==> config.mk <==
export PLATFORM = sky130hd
export DESIGN_NAME = mouse_top
export DESIGN_NICKNAME = d
export VERILOG_FILES = /design/src/logic/ps2_pkg.sv /design/src/logic/mouse_pkg.sv /design/src/logic/ps2_rx.sv /design/src/logic/ps2_tx.sv /design/src/logic/mouse_controller.sv /design/src/logic/mouse_position.sv /design/src/logic/mouse_top.sv
export SDC_FILE = /design/constraint.sdc
export NUM_CORES = 1
export LEC_CHECK = 0
export ABC_CLOCK_PERIOD_IN_PS = 4600
export BUFFER_PORTS_ARGS = -buffer_cell sky130_fd_sc_hd__buf_4
export CORE_MARGIN = 1
export CORE_UTILIZATION = 57
export CTS_BUF_LIST = sky130_fd_sc_hd__clkbuf_4 sky130_fd_sc_hd__clkbuf_8
export CTS_CLUSTER_DIAMETER = 30
export CTS_CLUSTER_SIZE = 40
export DETAILED_ROUTE_END_ITERATION = 12
export GPL_TIMING_DRIVEN = 1
export HOLD_SLACK_MARGIN = 0.06
export PLACE_DENSITY = 0.84
export SLEW_MARGIN = 40
export SYNTH_ARGS = -nofsm -noshare
export SYNTH_HDL_FRONTEND = slang
export SYNTH_SLANG_ARGS = --single-unit
==> constraint.sdc <==
create_clock -name slowtick -period 4.6 [get_ports slowtick]
set_clock_uncertainty 0.15 [all_clocks]
set_input_delay 0.46 -clock slowtick [delete_from_list [all_inputs] [get_ports slowtick]]
set_output_delay 0.46 -clock slowtick [all_outputs]
set_load 0.005 [all_outputs]
==> src/logic/ps2_pkg.sv <==
package ps2_pkg;

        // one device frame and its status.
        typedef struct packed {
                logic [7:0] data;
                logic       frame_err;
                logic       parity_err;
        } ps2_rx_t;

        // ~~~~~~~~~~~~~~~~~~~~~~~~~~~~~~~~~~~~~~~~
        // host to device commands
        // ~~~~~~~~~~~~~~~~~~~~~~~~~~~~~~~~~~~~~~~~
        localparam logic [7:0] CMD_RESET   = 8'hff;
        localparam logic [7:0] CMD_ENABLE  = 8'hf4;
        localparam logic [7:0] CMD_SET_RES = 8'he8;

        // ~~~~~~~~~~~~~~~~~~~~~~~~~~~~~~~~~~~~~~~~
        // device replies
        // ~~~~~~~~~~~~~~~~~~~~~~~~~~~~~~~~~~~~~~~~
        localparam logic [7:0] RPL_ACK      = 8'hfa;
        localparam logic [7:0] RPL_SELFTEST = 8'haa;
        localparam logic [7:0] RPL_ID       = 8'h00;

        localparam logic [1:0] RES_DEFAULT = 2'd2;   // 4 counts per mm.

endpackage

==> src/logic/mouse_pkg.sv <==
package mouse_pkg;

        localparam int POS_W = 12;

        // position of the always-one flag in the first byte.
        localparam int PKT_SYNC_BIT = 3;

        // three stream bytes, first byte in the low bits.
        typedef struct packed {
                logic [7:0] dy;
                logic [7:0] dx;
                logic       y_ovf;
                logic       x_ovf;
                logic       y_sign;
                logic       x_sign;
                logic       sync;
                logic       middle;
                logic       right;
                logic       left;
        } mouse_packet_t;

        typedef struct packed {
                logic [POS_W-1:0] x;
                logic [POS_W-1:0] y;
                logic [2:0]       buttons;  // middle, right, left.
        } mouse_position_t;

endpackage

==> src/logic/ps2_rx.sv <==
module ps2_rx (
        input  logic             slowtick,
        input  logic             obf_set,
        input  logic             ps2_clk_i,
        input  logic             ps2_data_i,
        input  logic             tx_busy_i,
        output logic             rx_valid_o,
        output ps2_pkg::ps2_rx_t rx_o
);

        localparam int BIT_TIMEOUT = 200;

        logic [1:0] clk_s;
        logic [1:0] data_s;
        logic       clk_d;
        logic       fall_q;
        logic [3:0] bit_cnt;
        logic [7:0] to_cnt;
        logic [9:0] sh;
        logic       frame_end;

        assign frame_end = fall_q & (bit_cnt == 4'd10);

        always_ff @(posedge slowtick or posedge obf_set)
        begin
                if (obf_set)
                begin
                        clk_s      <= 2'b11;
                        data_s     <= 2'b11;
                        clk_d      <= 1'b1;
                        fall_q     <= 1'b0;
                        bit_cnt    <= 4'd0;
                        to_cnt     <= 8'd0;
                        rx_valid_o <= 1'b0;
                end
                else
                begin
                        clk_s      <= {clk_s[0], ps2_clk_i};
                        data_s     <= {data_s[0], ps2_data_i};
                        clk_d      <= clk_s[1];
                        fall_q     <= clk_d & ~clk_s[1] & ~tx_busy_i;
                        rx_valid_o <= frame_end & ~tx_busy_i;
                        if (tx_busy_i)
                                bit_cnt <= 4'd0;        // host owns the lines.
                        else if (fall_q)
                        begin
                                to_cnt  <= 8'd0;
                                bit_cnt <= frame_end ? 4'd0 : bit_cnt + 4'd1;
                        end
                        else if (bit_cnt != 4'd0)
                        begin
                                to_cnt <= to_cnt + 8'd1;
                                if (to_cnt == 8'(BIT_TIMEOUT - 1))
                                        bit_cnt <= 4'd0;        // stalled frame.
                        end
                end
        end

        // start, data lsb first, parity, then the stop bit read live.
        always_ff @(posedge slowtick)
        begin
                if (fall_q)
                        sh <= {data_s[1], sh[9:1]};
                if (frame_end)
                        rx_o <= '{data:       sh[8:1],
                                  frame_err:  sh[0] | ~data_s[1],
                                  parity_err: ~^sh[9:1]};
        end

endmodule

==> src/logic/ps2_tx.sv <==
module ps2_tx (
        input  logic       slowtick,
        input  logic       obf_set,
        input  logic       ps2_clk_i,
        input  logic       ps2_data_i,
        input  logic       tx_start_i,
        input  logic [7:0] tx_byte_i,
        output logic       ps2_clk_oe_o,
        output logic       ps2_data_oe_o,
        output logic       tx_busy_o,
        output logic       tx_done_o,
        output logic       tx_nack_o
);

        localparam int INHIBIT_CYCLES = 100;
        localparam int INH_W = $clog2(INHIBIT_CYCLES);

        typedef enum logic [1:0] {TX_IDLE, TX_INHIBIT, TX_SHIFT} tx_state_t;

        tx_state_t        state;
        logic [1:0]       clk_s;
        logic [1:0]       data_s;
        logic             clk_d;
        logic             clk_fall;
        logic [INH_W-1:0] inh_cnt;
        logic [3:0]       bit_cnt;
        logic [9:0]       sh;

        assign clk_fall  = clk_d & ~clk_s[1];
        assign tx_busy_o = (state != TX_IDLE);

        always_ff @(posedge slowtick or posedge obf_set)
        begin
                if (obf_set)
                begin
                        state         <= TX_IDLE;
                        clk_s         <= 2'b11;
                        data_s        <= 2'b11;
                        clk_d         <= 1'b1;
                        inh_cnt       <= '0;
                        bit_cnt       <= 4'd0;
                        ps2_clk_oe_o  <= 1'b0;
                        ps2_data_oe_o <= 1'b0;
                        tx_done_o     <= 1'b0;
                        tx_nack_o     <= 1'b0;
                end
                else
                begin
                        clk_s     <= {clk_s[0], ps2_clk_i};
                        data_s    <= {data_s[0], ps2_data_i};
                        clk_d     <= clk_s[1];
                        tx_done_o <= 1'b0;
                        tx_nack_o <= 1'b0;
                        if (tx_start_i)
                        begin
                                state         <= TX_INHIBIT;    // also aborts a stuck send.
                                inh_cnt       <= '0;
                                bit_cnt       <= 4'd0;
                                ps2_clk_oe_o  <= 1'b1;
                                ps2_data_oe_o <= 1'b0;
                        end
                        else
                        begin
                                case (state)
                                TX_INHIBIT:
                                begin
                                        inh_cnt <= inh_cnt + INH_W'(1);
                                        if (inh_cnt == INH_W'(INHIBIT_CYCLES - 1))
                                        begin
                                                ps2_clk_oe_o  <= 1'b0;
                                                ps2_data_oe_o <= 1'b1;  // start bit.
                                                state         <= TX_SHIFT;
                                        end
                                end
                                TX_SHIFT:
                                begin
                                        if (clk_fall && bit_cnt == 4'd10)
                                        begin
                                                tx_done_o <= ~data_s[1];   // ack is low.
                                                tx_nack_o <= data_s[1];
                                                state     <= TX_IDLE;
                                        end
                                        else if (clk_fall)
                                        begin
                                                ps2_data_oe_o <= ~sh[0];
                                                bit_cnt       <= bit_cnt + 4'd1;
                                        end
                                end
                                default:
                                        state <= TX_IDLE;
                                endcase
                        end
                end
        end

        // data, odd parity, then a released stop bit.
        always_ff @(posedge slowtick)
        begin
                if (tx_start_i)
                        sh <= {1'b1, ~^tx_byte_i, tx_byte_i};
                else if (state == TX_SHIFT && clk_fall)
                        sh <= {1'b1, sh[9:1]};
        end

endmodule

==> src/logic/mouse_controller.sv <==
module mouse_controller #(
        parameter int TIMEOUT_CYCLES = 4000
) (
        input  logic                     slowtick,
        input  logic                     obf_set,
        input  logic                     sens_btn_i,
        input  logic                     rx_valid_i,
        input  ps2_pkg::ps2_rx_t         rx_i,
        input  logic                     tx_done_i,
        input  logic                     tx_nack_i,
        output logic                     tx_start_o,
        output logic [7:0]               tx_byte_o,
        output logic                     packet_valid_o,
        output mouse_pkg::mouse_packet_t packet_o,
        output logic                     link_ready_o,
        output logic [1:0]               sens_o
);

        localparam int TO_W = $clog2(TIMEOUT_CYCLES);

        typedef enum logic [1:0] {S_SEND, S_WAIT_TX, S_REPLY, S_STREAM} state_t;

        state_t          state;
        logic [1:0]      step;          // reset, enable, set res, res value.
        logic [1:0]      rpl_idx;
        logic [1:0]      byte_cnt;
        logic [TO_W-1:0] to_cnt;
        logic [2:0]      btn_s;
        logic            sens_pend;
        logic [15:0]     pkt_buf;
        logic [7:0]      expect_rpl;
        logic            last_rpl;
        logic            rx_err;
        logic            timed_out;
        logic            byte_ok;
        logic            restart;

        always_comb
        begin
                case (step)
                2'd0:    tx_byte_o = ps2_pkg::CMD_RESET;
                2'd1:    tx_byte_o = ps2_pkg::CMD_ENABLE;
                2'd2:    tx_byte_o = ps2_pkg::CMD_SET_RES;
                default: tx_byte_o = {6'd0, sens_o};
                endcase
                if (step != 2'd0 || rpl_idx == 2'd0)
                        expect_rpl = ps2_pkg::RPL_ACK;
                else if (rpl_idx == 2'd1)
                        expect_rpl = ps2_pkg::RPL_SELFTEST;
                else
                        expect_rpl = ps2_pkg::RPL_ID;
        end

        assign last_rpl  = (step != 2'd0) || (rpl_idx == 2'd2);
        assign rx_err    = rx_i.frame_err | rx_i.parity_err;
        assign timed_out = (to_cnt == TO_W'(TIMEOUT_CYCLES - 1));
        assign byte_ok   = rx_valid_i & (state == S_STREAM) & ~rx_err &
                           ((byte_cnt != 2'd0) | rx_i.data[mouse_pkg::PKT_SYNC_BIT]);
        assign restart   = ((state == S_WAIT_TX) && (tx_nack_i || timed_out)) ||
                           ((state == S_REPLY) && (rx_valid_i ?
                                (rx_err || rx_i.data != expect_rpl) : timed_out));

        always_ff @(posedge slowtick or posedge obf_set)
        begin
                if (obf_set)
                begin
                        state          <= S_SEND;
                        step           <= 2'd0;
                        rpl_idx        <= 2'd0;
                        byte_cnt       <= 2'd0;
                        to_cnt         <= '0;
                        btn_s          <= 3'd0;
                        sens_pend      <= 1'b0;
                        sens_o         <= ps2_pkg::RES_DEFAULT;
                        tx_start_o     <= 1'b0;
                        packet_valid_o <= 1'b0;
                        link_ready_o   <= 1'b0;
                end
                else
                begin
                        btn_s          <= {btn_s[1:0], sens_btn_i};
                        tx_start_o     <= 1'b0;
                        packet_valid_o <= 1'b0;
                        to_cnt         <= (state == S_WAIT_TX || state == S_REPLY) ?
                                          to_cnt + TO_W'(1) : '0;
                        if (btn_s[2] & ~btn_s[1])
                                sens_pend <= 1'b1;      // release seen.
                        case (state)
                        S_SEND:
                        begin
                                tx_start_o <= 1'b1;
                                rpl_idx    <= 2'd0;
                                state      <= S_WAIT_TX;
                        end
                        S_WAIT_TX:
                        begin
                                if (tx_done_i)
                                begin
                                        to_cnt <= '0;
                                        state  <= S_REPLY;
                                end
                        end
                        S_REPLY:
                        begin
                                if (rx_valid_i)
                                        to_cnt <= '0;
                                if (rx_valid_i && !last_rpl)
                                        rpl_idx <= rpl_idx + 2'd1;
                                else if (rx_valid_i && step == 2'd3)
                                begin
                                        byte_cnt     <= 2'd0;
                                        link_ready_o <= 1'b1;
                                        state        <= S_STREAM;
                                end
                                else if (rx_valid_i)
                                begin
                                        step  <= step + 2'd1;
                                        state <= S_SEND;
                                end
                        end
                        default:
                        begin
                                if (rx_valid_i)
                                        byte_cnt <= (!byte_ok || byte_cnt == 2'd2) ?
                                                    2'd0 : byte_cnt + 2'd1;
                                else if (sens_pend && byte_cnt == 2'd0)
                                begin
                                        sens_pend    <= 1'b0;
                                        sens_o       <= sens_o + 2'd1;
                                        step         <= 2'd2;   // resend resolution only.
                                        link_ready_o <= 1'b0;
                                        state        <= S_SEND;
                                end
                                packet_valid_o <= byte_ok && byte_cnt == 2'd2;
                        end
                        endcase
                        if (restart)
                        begin
                                step         <= 2'd0;
                                link_ready_o <= 1'b0;
                                state        <= S_SEND;
                        end
                end
        end

        always_ff @(posedge slowtick)
        begin
                if (byte_ok)
                begin
                        case (byte_cnt)
                        2'd0:    pkt_buf[7:0]  <= rx_i.data;
                        2'd1:    pkt_buf[15:8] <= rx_i.data;
                        default: packet_o <= mouse_pkg::mouse_packet_t'({rx_i.data, pkt_buf});
                        endcase
                end
        end

endmodule

==> src/logic/mouse_position.sv <==
module mouse_position #(
        parameter int SCREEN_W = 640,
        parameter int SCREEN_H = 480
) (
        input  logic                       slowtick,
        input  logic                       obf_set,
        input  logic                       packet_valid_i,
        input  mouse_pkg::mouse_packet_t   packet_i,
        output logic                       position_valid_o,
        output mouse_pkg::mouse_position_t position_o
);

        localparam int W = mouse_pkg::POS_W;

        logic signed [8:0]   dx;
        logic signed [8:0]   dy;
        logic signed [W+1:0] x_sum;
        logic signed [W+1:0] y_sum;

        function automatic logic [W-1:0] clamp(input logic signed [W+1:0] v, input int lim);
                if (v < 0)
                        return '0;
                else if (v > lim - 1)
                        return W'(lim - 1);
                else
                        return v[W-1:0];
        endfunction

        always_comb
        begin
                dx    = packet_i.x_ovf ? 9'sd0 : {packet_i.x_sign, packet_i.dx};
                dy    = packet_i.y_ovf ? 9'sd0 : {packet_i.y_sign, packet_i.dy};
                x_sum = $signed({2'b00, position_o.x}) + dx;
                y_sum = $signed({2'b00, position_o.y}) - dy;  // screen y grows downward.
        end

        always_ff @(posedge slowtick or posedge obf_set)
        begin
                if (obf_set)
                begin
                        position_valid_o <= 1'b0;
                        position_o       <= '0;
                end
                else
                begin
                        position_valid_o <= packet_valid_i;
                        if (packet_valid_i)
                        begin
                                position_o.x       <= clamp(x_sum, SCREEN_W);
                                position_o.y       <= clamp(y_sum, SCREEN_H);
                                position_o.buttons <= {packet_i.middle, packet_i.right,
                                                       packet_i.left};
                        end
                end
        end

endmodule

==> src/logic/mouse_top.sv <==
module mouse_top #(
        parameter int SCREEN_W       = 640,
        parameter int SCREEN_H       = 480,
        parameter int TIMEOUT_CYCLES = 4000
) (
        input  logic                       slowtick,
        input  logic                       obf_set,
        input  logic                       sens_btn_i,
        input  logic                       ps2_clk_i,
        input  logic                       ps2_data_i,
        output logic                       ps2_clk_oe_o,
        output logic                       ps2_data_oe_o,
        output logic                       packet_valid_o,
        output mouse_pkg::mouse_packet_t   packet_o,
        output logic                       position_valid_o,
        output mouse_pkg::mouse_position_t position_o,
        output logic                       link_ready_o,
        output logic [1:0]                 sens_o
);

        logic             rx_valid;
        ps2_pkg::ps2_rx_t rx;
        logic             tx_start;
        logic [7:0]       tx_byte;
        logic             tx_busy;
        logic             tx_done;
        logic             tx_nack;

        ps2_rx u_rx (
                .slowtick, .obf_set, .ps2_clk_i, .ps2_data_i,
                .tx_busy_i (tx_busy),
                .rx_valid_o(rx_valid),
                .rx_o      (rx)
        );

        ps2_tx u_tx (
                .slowtick, .obf_set, .ps2_clk_i, .ps2_data_i,
                .tx_start_i(tx_start),
                .tx_byte_i (tx_byte),
                .ps2_clk_oe_o, .ps2_data_oe_o,
                .tx_busy_o (tx_busy),
                .tx_done_o (tx_done),
                .tx_nack_o (tx_nack)
        );

        mouse_controller #(.TIMEOUT_CYCLES(TIMEOUT_CYCLES)) u_ctrl (
                .slowtick, .obf_set, .sens_btn_i,
                .rx_valid_i(rx_valid),
                .rx_i      (rx),
                .tx_done_i (tx_done),
                .tx_nack_i (tx_nack),
                .tx_start_o(tx_start),
                .tx_byte_o (tx_byte),
                .packet_valid_o, .packet_o, .link_ready_o, .sens_o
        );

        mouse_position #(.SCREEN_W(SCREEN_W), .SCREEN_H(SCREEN_H)) u_pos (
                .slowtick, .obf_set,
                .packet_valid_i(packet_valid_o),
                .packet_i      (packet_o),
                .position_valid_o, .position_o
        );

endmodule

==> flow_summary.json, run 1 <==
{
  "track_usage_pct": 23.6,
  "synth-main-ff-cell": "dfrtp_1",
  "dieArea_um2": 14800,
  "routed_via_density": 5.87,
  "tightest_slew_ns": 0.751,
  "min_path_type": "flop to flop",
  "grt_pass1_wl_mm": 26.9,
  "p_leak_uw": 0.00397,
  "drt_iter0_drc": 453,
  "io_buffers": 62,
  "fmax_ghz": 0.303,
  "dr.pass1.iters": 5,
  "slew_headroom_pct": 49.8,
  "synth_area_um2": 8150,
  "rr_endpoint": "u_pos.position_o[16]",
  "cts_tree": "done",
  "r2r_cells": 8,
  "cts_hold_buf": 4,
  "period_minus_slack_ns": 3.30,
  "vias": 5885,
  "synth-edff-count": 69,
  "syn_inst": 736,
  "cts.sinks": 162,
  "syn_nets": 797,
  "path_max_fanout": 10,
  "utilization_pct": 66.1,
  "initial_core_util_pct": 58.5,
  "antenna_found_initial": 0,
  "num_rows": 43,
  "start_kind": "flop",
  "netlist.area_leader.share_pct": 26.7,
  "fin_setup_tns_ns": 0,
  "slowest_delay_ns": 0.65,
  "holdPathStages": 0,
  "seq_area_um2": 4410,
  "dp_cells": 967,
  "drv_slew": 0,
  "nFillCells": 1036,
  "areaGrowthSynthToFinish_pct": 13.0,
  "crit_path_cell_trace": "nor2b_1, ha_1, o21ai_1, nor2_1, or3_1, o21a_1, a211o_1, o221a_2",
  "final_layout_size_suffix_gt1_share_pct": 15.4,
  "syn_avg_cell_area_um2": 11.1,
  "num_io_pins": 63,
  "drtAntennaViolNets": 0,
  "die_y_um": 122,
  "outcome": "completed",
  "synth_most_common_cell": "dfrtp_1",
  "n_antenna_cell": 0,
  "crit_slowest_cell": "nor2b_1",
  "p_total_uw": 2460,
  "cp.required_ns": 4.81,
  "numCtsBuffers": 17,
  "worstHoldStart": "u_tx.data_s[0]",
  "wirelength_mm": 16.5,
  "ys_types": 64,
  "hpwl_mm": 12.1,
  "core_um2": 13900,
  "yosysTopAreaCell": "dfrtp_1",
  "p_per_area_nw_per_um2": 267,
  "cp-startpoint": "u_ctrl.packet_o[6]",
  "yosys-top-cells-count": "87 x dfrtp_1, 69 x edfxtp_1, 66 x nor2_1, 54 x ha_1, 45 x nand2_1",
  "path_buf_inv": 0,
  "final_hold_viol_count": 0,
  "clkSlewWorstSetupHoldPaths_ns": 0.08,
  "period_share_pct": 71.6,
  "wl_per_cell_um": 16.4,
  "drc": 0,
  "grt_max_degree": 55,
  "end_kind": "flop",
  "fin_cells": 1003,
  "post_cts_buffers": 0,
  "min_to": "u_rx.data_s[1]",
  "crit_type": "flop to flop",
  "die_width_um": 122,
  "maxCapViolCount": 0,
  "root_buffer": "clkbuf_8",
  "yosysWarnings": 0,
  "finalSetupViolCount": 0,
  "synthArstFlopShare_pct": 57.4,
  "multi_input_area_um2": 3530,
  "rsz0062_at_grt": "no",
  "ctsResizeCount": 0,
  "grt_pass1_vias": 5669,
  "r2r_slack_ns": 1.30,
  "yosys-top-cells-area": "dfrtp_1 27%, edfxtp_1 25%, ha_1 8.3%, nor2_1 3.0%, xnor2_1 3.0%",
  "r2r-start": "u_ctrl.packet_o[6]",
  "insertion_delay_ns": 0.47,
  "final_nets": 871,
  "overflow": 0,
  "yosysSeqAreaShare_pct": 54.1,
  "gp_congestion": 0.926,
  "cp.arrival_ns": 3.50,
  "cts.path.max_buffers": 2,
  "yosys_register_bits": 162,
  "htreeDepth": 4,
  "path_delay_family": "compound AO/OA/AOI/OAI gates",
  "peakVddDrop_v": 0.000246
}
routing by layer:
layer | global-route usage (%) | wire length [µm]
met4 | 8.95 | 322
met3 | 5.52 | 866
met5 | 0 | 0
met2 | 39.9 | 8330
met1 | 29.5 | 6970
where the power goes:
part	switching (µW)	total (µW)	internal (µW)	leakage, µW
clock	522	928	407	0.000177
sequential	1.91	1500	1500	0.00181
combinational	17.7	23.5	5.71	0.00199
area by class of cell:
cell class,count,area share (%)
flip-flops and latches,162,47.9
multi-input cells,517,38.3
repair buffers,69,5.74
clock buffers,21,2.94
well taps,180,2.45
inverters,43,1.77
clock inverters,11,0.884
layout by cell type, fill, tap and decap left out, types with 7 or more instances in the layout:
cell type	count
nand4_1	13
or3_1	7
a21oi_1	41
xor2_1	19
buf_4	65
nand3_1	26
clkbuf_8	18
nor2b_1	23
nand2b_1	21
nor2_1	65
o21ai_0	33
ha_1	54
dfrtp_1	86
inv_1	42
nand2_1	45
o221a_2	9
and3_1	11
nor3_1	18
edfxtp_1	69
xnor2_1	28
metrics by stage:
step / area [µm²] / hold WS (ns) / worst slack, ns
after floorplan: 8150 / 0.181 / 1.42
after global placement: 8810 / 0.186 / 1.43
after detailed placement: 8810 / 0.200 / 1.32
after CTS: 9200 / 0.215 / 1.30
after global routing: 9210 / 0.216 / 1.12
final: 9210 / 0.208 / 1.30
how the worst max path moves through the flow:
stage	to	slack, ns	cells after the start
6_report	u_pos.position_o[16]	1.30	8
5_1_grt	u_pos.position_o[6]	1.12	10
4_1_cts	u_pos.position_o[16]	1.30	8
3_5_place_dp	u_pos.position_o[17]	1.32	8
3_3_place_gp	u_pos.position_o[15]	1.43	8
2_1_floorplan	u_ctrl.packet_o[0]	1.42	5
cell families (layout without fill, tap and decap cells):
group	Yosys count	after routing	synth area share, %
buffers and inverters	57	144	2.67
muxes	8	8	1.03
xor gates and xnor gates	47	47	5.05
adders and majority gates	56	56	8.79
DFF	162	162	54.1
and+or+nand+nor	255	255	15.9
AOI/OAI and AO/OA	151	151	12.5
registers in the layout, summed over array words and instances (netlist names), 2 cells and up:
| signal | count |
|---|---|
| u_ctrl.pkt_buf | 16 |
| u_ctrl.sens_o | 2 |
| u_ctrl.btn_s | 3 |
| u_tx.state | 2 |
| u_ctrl.byte_cnt | 2 |
| u_tx.bit_cnt | 4 |
| u_ctrl.step | 2 |
| u_ctrl.to_cnt | 12 |
| u_ctrl.packet_o | 24 |
| u_rx.sh | 10 |
| u_tx.sh | 9 |
| u_rx.rx_o | 10 |
| u_ctrl.rpl_idx | 2 |
| u_rx.to_cnt | 8 |
| u_tx.inh_cnt | 7 |
| u_rx.bit_cnt | 4 |
| u_ctrl.state | 2 |
| u_pos.position_o | 27 |
No activity file was read; power rests on OpenSTA's default activity.
==> run 2, diff against run 1 <==
- ABC_AREA: default -> 1
- ABC_CLOCK_PERIOD_IN_PS: 4600 -> 2650
- PLACE_DENSITY: 0.84 -> 0.87
- clock period: 4.6 -> 2.65 ns (I/O delays scaled with it)
==> run 2 against run 1 <==
Worst hold slack gained 0.00054 ns. Wire length grew 19%. Sequential share of layout area shrank 4.0 points. Largest power group unchanged.
==> flow_summary.json, run 2 <==
{
  "swShare_pct": 22.9,
  "syn_avg_cell_area_um2": 8.89,
  "htreeDepth": 4,
  "routed_via_density": 5.57,
  "yosys-top-cells-area": "dfrtp_1 26%, edfxtp_1 24%, nand2_1 11%, ha_1 8.0%, inv_1 6.2%",
  "final_layout_size_suffix_gt1_share_pct": 18.6,
  "cp.required_ns": 2.84,
  "cp.arrival_ns": 2.79,
  "slew_headroom_pct": 52.4,
  "p_leak_uw": 0.00483,
  "outcome": "completed",
  "p_clk_share_pct": 39.5,
  "multi_input_area_um2": 3770,
  "yosysTopAreaCell": "dfrtp_1",
  "wirelength_mm": 19.6,
  "p_switching_uw": 1010,
  "grt_pass1_vias": 6575,
  "utilization_pct": 69.1,
  "period_minus_slack_ns": 2.60,
  "num_io_pins": 63,
  "cts.sinks": 162,
  "pwr-share-seq_pct": 59.5,
  "start_kind": "flop",
  "die_y_um": 124,
  "io_buffers": 62,
  "wl_per_cell_um": 15.7,
  "yosysWarnings": 0,
  "core_um2": 14500,
  "cts_tree": "done",
  "dieArea_um2": 15400,
  "grt_max_degree": 40,
  "fin_cells": 1254,
  "finalSetupViolCount": 0,
  "p_comb_share_pct": 1.1,
  "synth_most_common_cell": "nand2_1",
  "cts.path.max_buffers": 2,
  "synth_area_um2": 8490,
  "die_width_um": 124,
  "insertion_delay_ns": 0.46,
  "initial_core_util_pct": 58.4,
  "areaGrowthSynthToFinish_pct": 18.3,
  "min_path_type": "flop to flop",
  "fmax_ghz": 0.384,
  "largest_reg_flops": 27,
  "overflow": 0,
  "gp_congestion": 0.973,
  "final_nets": 1118,
  "drt_iter0_drc": 659,
  "root_buffer": "clkbuf_8",
  "final_hold_viol_count": 0,
  "tightest_slew_ns": 0.712,
  "end_kind": "flop",
  "hpwl_mm": 13.7,
  "path_max_fanout": 4,
  "maxCapViolCount": 0,
  "track_usage_pct": 25.5,
  "drtAntennaViolNets": 0,
  "crit_type": "flop to flop",
  "syn_nets": 1016,
  "num_rows": 44,
  "grt_pass1_wl_mm": 30.0,
  "layout_commonest_cell": "nand2_1",
  "synthArstFlopShare_pct": 57.4,
  "nFillCells": 1025,
  "dr.pass1.iters": 7,
  "ys_types": 48,
  "n_antenna_cell": 0,
  "drc": 0,
  "yosysSeqAreaShare_pct": 51.9,
  "clkSlewWorstSetupHoldPaths_ns": 0.09,
  "dp_cells": 1208,
  "largest-register": "u_pos.position_o",
  "vias": 6990,
  "netlist.area_leader.share_pct": 25.6,
  "period_share_pct": 98.2,
  "yosys-top-cells-count": "239 x nand2_1, 140 x inv_1, 94 x nor2_1, 87 x dfrtp_1, 69 x edfxtp_1",
  "p_per_area_nw_per_um2": 437,
  "p_int_uw": 3380,
  "drv_slew": 0,
  "numCtsBuffers": 17,
  "seq_area_um2": 4410,
  "syn_inst": 955,
  "synth-edff-count": 69,
  "synth-main-ff-cell": "dfrtp_1",
  "p_total_uw": 4390,
  "layout_common_cells": "230 x nand2_1, 136 x inv_1, 87 x dfrtp_1, 86 x nor2_1, 80 x buf_4",
  "yosys_register_bits": 162,
  "peakVddDrop_v": 0.000577,
  "antenna_found_initial": 0,
  "top_regs": "u_pos.position_o: 27 flops, u_ctrl.packet_o: 24 flops, u_ctrl.pkt_buf: 16 flops"
}
[run 2: changes by cell type in the layout (fill, tap and decap cells not counted), moves of 11 or more]
cell	previous run	this run
nand3_1	26	52
inv_1	42	136
nand2_2	0	14
nor2_1	65	86
nand2b_1	21	0
buf_4	65	80
a21oi_1	41	27
nand2_1	45	230
nor2b_1	23	0
xnor2_1	28	11
ha_1	54	43
[run 2: worst paths after layout]
kind / slack, ns / cells past startpoint / startpoint / to
max: 0.05 / 16 / u_ctrl.packet_o[16] / u_pos.position_o[8]
min: 0.21 / 0 / u_tx.data_s[0] / u_rx.data_s[1]
max reg2reg: 0.05 / 16 / u_ctrl.packet_o[16] / u_pos.position_o[8]
min reg2reg: 0.21 / 0 / u_tx.data_s[0] / u_rx.data_s[1]
max in group asynchronous: 1.34 / 4 / obf_set / u_rx.clk_d
min in group asynchronous: 0.32 / 3 / obf_set / u_ctrl.to_cnt[4]
[run 2: repair_timing]
action | in CTS | in global routing
pin swaps | 1 | 13
buffers inserted | 0 | 7
resized for setup | 1 | 59
endpoints found under the setup margin | 3 | 19
hold endpoints to repair | 30 | 0
hold buffers | 4 | 0
gates cloned | 0 | 3
[run 2: routing by layer]
layer | wire, µm | up-vias | GRT usage, %
met1 | 7900 | 3329 | 30.3
met3 | 1210 | 49 | 5.86
met5 | 0 | - | 0
met2 | 10100 | 286 | 44.4
met4 | 417 | 0 | 10.6
li1 | - | 3326 | -
[run 2: cells by family (layout without fill, tap and decap cells)]
group / Yosys count / in the layout / synth area share [%]
AOI/OAI and AO/OA: 95 / 96 / 6.45
muxes: 1 / 1 / 0.133
buffers and inverters: 153 / 266 / 6.87
DFF: 162 / 162 / 51.9
xor gates and xnor gates: 22 / 22 / 2.27
and+or+nand+nor: 466 / 467 / 23.9
adders and majority gates: 56 / 56 / 8.43
[run 2: metrics by stage]
stage | hold slack (ns) | setup WS, ns | TNS, ns | cell area, µm²
finish | 0.209 | 0.0480 | 0 | 10000
global placement | 0.193 | 0.111 | 0 | 9310
floorplan | 0.119 | 0.118 | 0 | 8510
detailed placement | 0.190 | 0.0363 | 0 | 9310
global route | 0.211 | -0.134 | -0.952 | 10000
CTS | 0.210 | 0.0177 | 0 | 9720
[run 2: power groups by stage]
stage | clock, µW | combinational [µW] | sequential, µW
after floorplan | 0 | 23.2 | 2660
after global placement | 0 | 44.4 | 2660
after detailed placement | 0 | 44.9 | 2660
after CTS | 1750 | 49.5 | 2610
after global routing | 1840 | 55.2 | 2610
final | 1730 | 47.2 | 2610
[run 2: final cells by class]
type	instances	area share, %
Sequential cell	162	43.9
Multi-Input combinational cell	642	37.5
Timing Repair Buffer	88	7.09
Inverter	145	5.51
Clock buffer	18	2.40
Tap cell	184	2.29
Clock inverter	14	1.27
Timing Repair inverter	1	0.0747
[run 2: critical path: stages (launching register included)]
cell        delay, ns
edfxtp_1         0.39
inv_1            0.07
nor2_1           0.05
ha_2             0.21
fa_2             0.39
inv_2            0.10
nand3_2          0.08
nand3_2          0.11
nand2_2          0.07
nand2_2          0.07
nand2_2          0.06
nand2_2          0.09
nand4_1          0.15
o21ai_4          0.14
clkinvlp_4       0.16
nand4_1          0.12
nand2_1          0.06
==> run 3, diff against run 2 <==
- CTS_BUF_LIST: sky130_fd_sc_hd__clkbuf_4 sky130_fd_sc_hd__clkbuf_8 -> sky130_fd_sc_hd__clkbuf_8
==> run 3 against run 2 <==
Wire length rose by 0.28%. Clock-buffer cell count shrank 1. Flip-flop and latch count unchanged. Utilization barely moved. Largest cell class unchanged.
==> flow_summary.json, run 3 (synthesis results as in run 2) <==
{
  "swShare_pct": 23.0,
  "drtAntennaViolNets": 0,
  "top_regs": "u_pos.position_o: 27 flops, u_ctrl.packet_o: 24 flops, u_ctrl.pkt_buf: 16 flops",
  "path_max_fanout": 4,
  "layout_common_cells": "230 x nand2_1, 137 x inv_1, 87 x dfrtp_1, 86 x nor2_1, 80 x buf_4",
  "gp_congestion": 0.973,
  "holdPathStages": 0,
  "cts.path.max_buffers": 2,
  "wirelength_mm": 19.7,
  "dp_cells": 1208,
  "p_switching_uw": 1010,
  "routed_via_density": 5.57,
  "cp.arrival_ns": 2.80,
  "r2r-start": "u_ctrl.packet_o[16]",
  "clkSlewWorstSetupHoldPaths_ns": 0.09,
  "cts.sinks": 162,
  "maxCapViolCount": 0,
  "fmax_ghz": 0.384,
  "largest-register": "u_pos.position_o",
  "r2r_cells": 16,
  "vias": 6986,
  "grt_pass1_vias": 6575,
  "final_hold_viol_count": 0,
  "cp.required_ns": 2.85,
  "min_path_type": "flop to flop",
  "slew_headroom_pct": 52.4,
  "root_buffer": "clkbuf_8",
  "worstHoldStart": "u_tx.data_s[0]",
  "final_layout_size_suffix_gt1_share_pct": 18.5,
  "crit_path_cell_trace": "inv_1, nor2_1, ha_2, fa_2, inv_2, nand3_2, nand3_2, nand2_2, nand2_2, nand2_2, nand2_2, nand4_1, o21ai_4, clkinvlp_4, nand4_1, nand2_1",
  "cts_tree": "done",
  "pwr-share-seq_pct": 59.6,
  "numCtsBuffers": 17,
  "r2r_slack_ns": 0.04,
  "peakVddDrop_v": 0.000577,
  "outcome": "completed",
  "final_area_um2": 10000,
  "start_kind": "flop",
  "p_clk_share_pct": 39.3,
  "place_area_um2": 9310,
  "wl_per_cell_um": 15.7,
  "min_to": "u_rx.data_s[1]",
  "drt_iter0_drc": 646,
  "drv_slew": 0,
  "track_usage_pct": 25.5,
  "num_io_pins": 63,
  "num_rows": 44,
  "p_int_uw": 3370,
  "hpwl_mm": 13.7,
  "period_share_pct": 98.3,
  "overflow": 0,
  "dieArea_um2": 15400,
  "areaGrowthSynthToFinish_pct": 18.3,
  "crit_type": "flop to flop",
  "layout_commonest_cell": "nand2_1",
  "utilization_pct": 69.1,
  "htreeDepth": 4,
  "die_y_um": 124,
  "n_antenna_cell": 0,
  "fin_cells": 1254,
  "core_um2": 14500,
  "end_kind": "flop",
  "io_buffers": 62,
  "path_delay_family": "simple AND/OR/NAND/NOR gates",
  "die_width_um": 124,
  "antenna_found_initial": 0,
  "cp_common_cell": "nand2_2",
  "p_leak_uw": 0.00483,
  "crit_slowest_cell": "edfxtp_1",
  "grt_max_degree": 40,
  "dr.pass1.iters": 8,
  "p_comb_share_pct": 1.1,
  "insertion_delay_ns": 0.47,
  "drc": 0,
  "period_minus_slack_ns": 2.61,
  "largest_reg_flops": 27,
  "grt_pass1_wl_mm": 30.0,
  "tightest_slew_ns": 0.712,
  "rr_endpoint": "u_pos.position_o[8]",
  "slowest_delay_ns": 0.39,
  "p_per_area_nw_per_um2": 436,
  "final_nets": 1118,
  "path_buf_inv": 3,
  "finalSetupViolCount": 0,
  "initial_core_util_pct": 58.4
}
-- run 3: cell count changes in the layout (fill, tap and decap cells not counted) --
cell      change
clkbuf_4      -1
inv_1         +1
-- run 3: final cells by class --
cell class,count,area (µm²)
repair inverters,1,7.51
multi-input cells,642,3770
repair buffers,88,712
well taps,184,230
fillers,1027,4490
clock buffers,17,234
inverters,145,553
flip-flops and latches,162,4410
clock inverters,15,131
-- run 3: layer usage --
metal / GRT usage, % / wire length (µm)
met5: 0 / 0
met4: 10.6 / 399
met1: 30.3 / 7890
met3: 5.86 / 1260
met2: 44.4 / 10100
-- run 3: metrics by stage --
| stage | total power [µW] | setup slack, ns | TNS [ns] | hold WS [ns] |
|---|---|---|---|---|
| final | 4380 | 0.0442 | 0 | 0.209 |
| after floorplan | 2690 | 0.118 | 0 | 0.119 |
| after global routing | 4500 | -0.134 | -0.952 | 0.211 |
| after global placement | 2710 | 0.111 | 0 | 0.193 |
| after CTS | 4400 | 0.0177 | 0 | 0.210 |
| after detailed placement | 2710 | 0.0363 | 0 | 0.190 |
-- run 3: power by group through the flow --
stage	registers (µW)	logic, µW	clock network [µW]
2_1_floorplan	2660	23.2	0
4_1_cts	2610	49.5	1740
5_1_grt	2610	55.2	1830
6_report	2610	47.2	1720
3_3_place_gp	2660	44.4	0
3_5_place_dp	2660	44.9	0
-- run 3: timing repair --
action | in CTS | in global routing
endpoints found under the hold margin | 30 | 0
pin swaps | 1 | 13
gates cloned | 0 | 3
buffers inserted | 0 | 7
resized for setup | 1 | 59
endpoints found under the setup margin | 3 | 19
hold buffers | 4 | 0
-- run 3: worst max path at each step --
stage	from	end	slack, ns	cells past startpoint
CTS	u_ctrl.packet_o[16]	u_pos.position_o[11]	0.02	16
floorplan	u_ctrl.packet_o[6]	u_pos.position_o[22]	0.12	13
detailed placement	u_ctrl.packet_o[7]	u_pos.position_o[11]	0.04	16
global placement	u_ctrl.packet_o[7]	u_pos.position_o[3]	0.11	15
finish	u_ctrl.packet_o[16]	u_pos.position_o[8]	0.04	16
global route	u_ctrl.packet_o[16]	u_pos.position_o[8]	-0.13	16
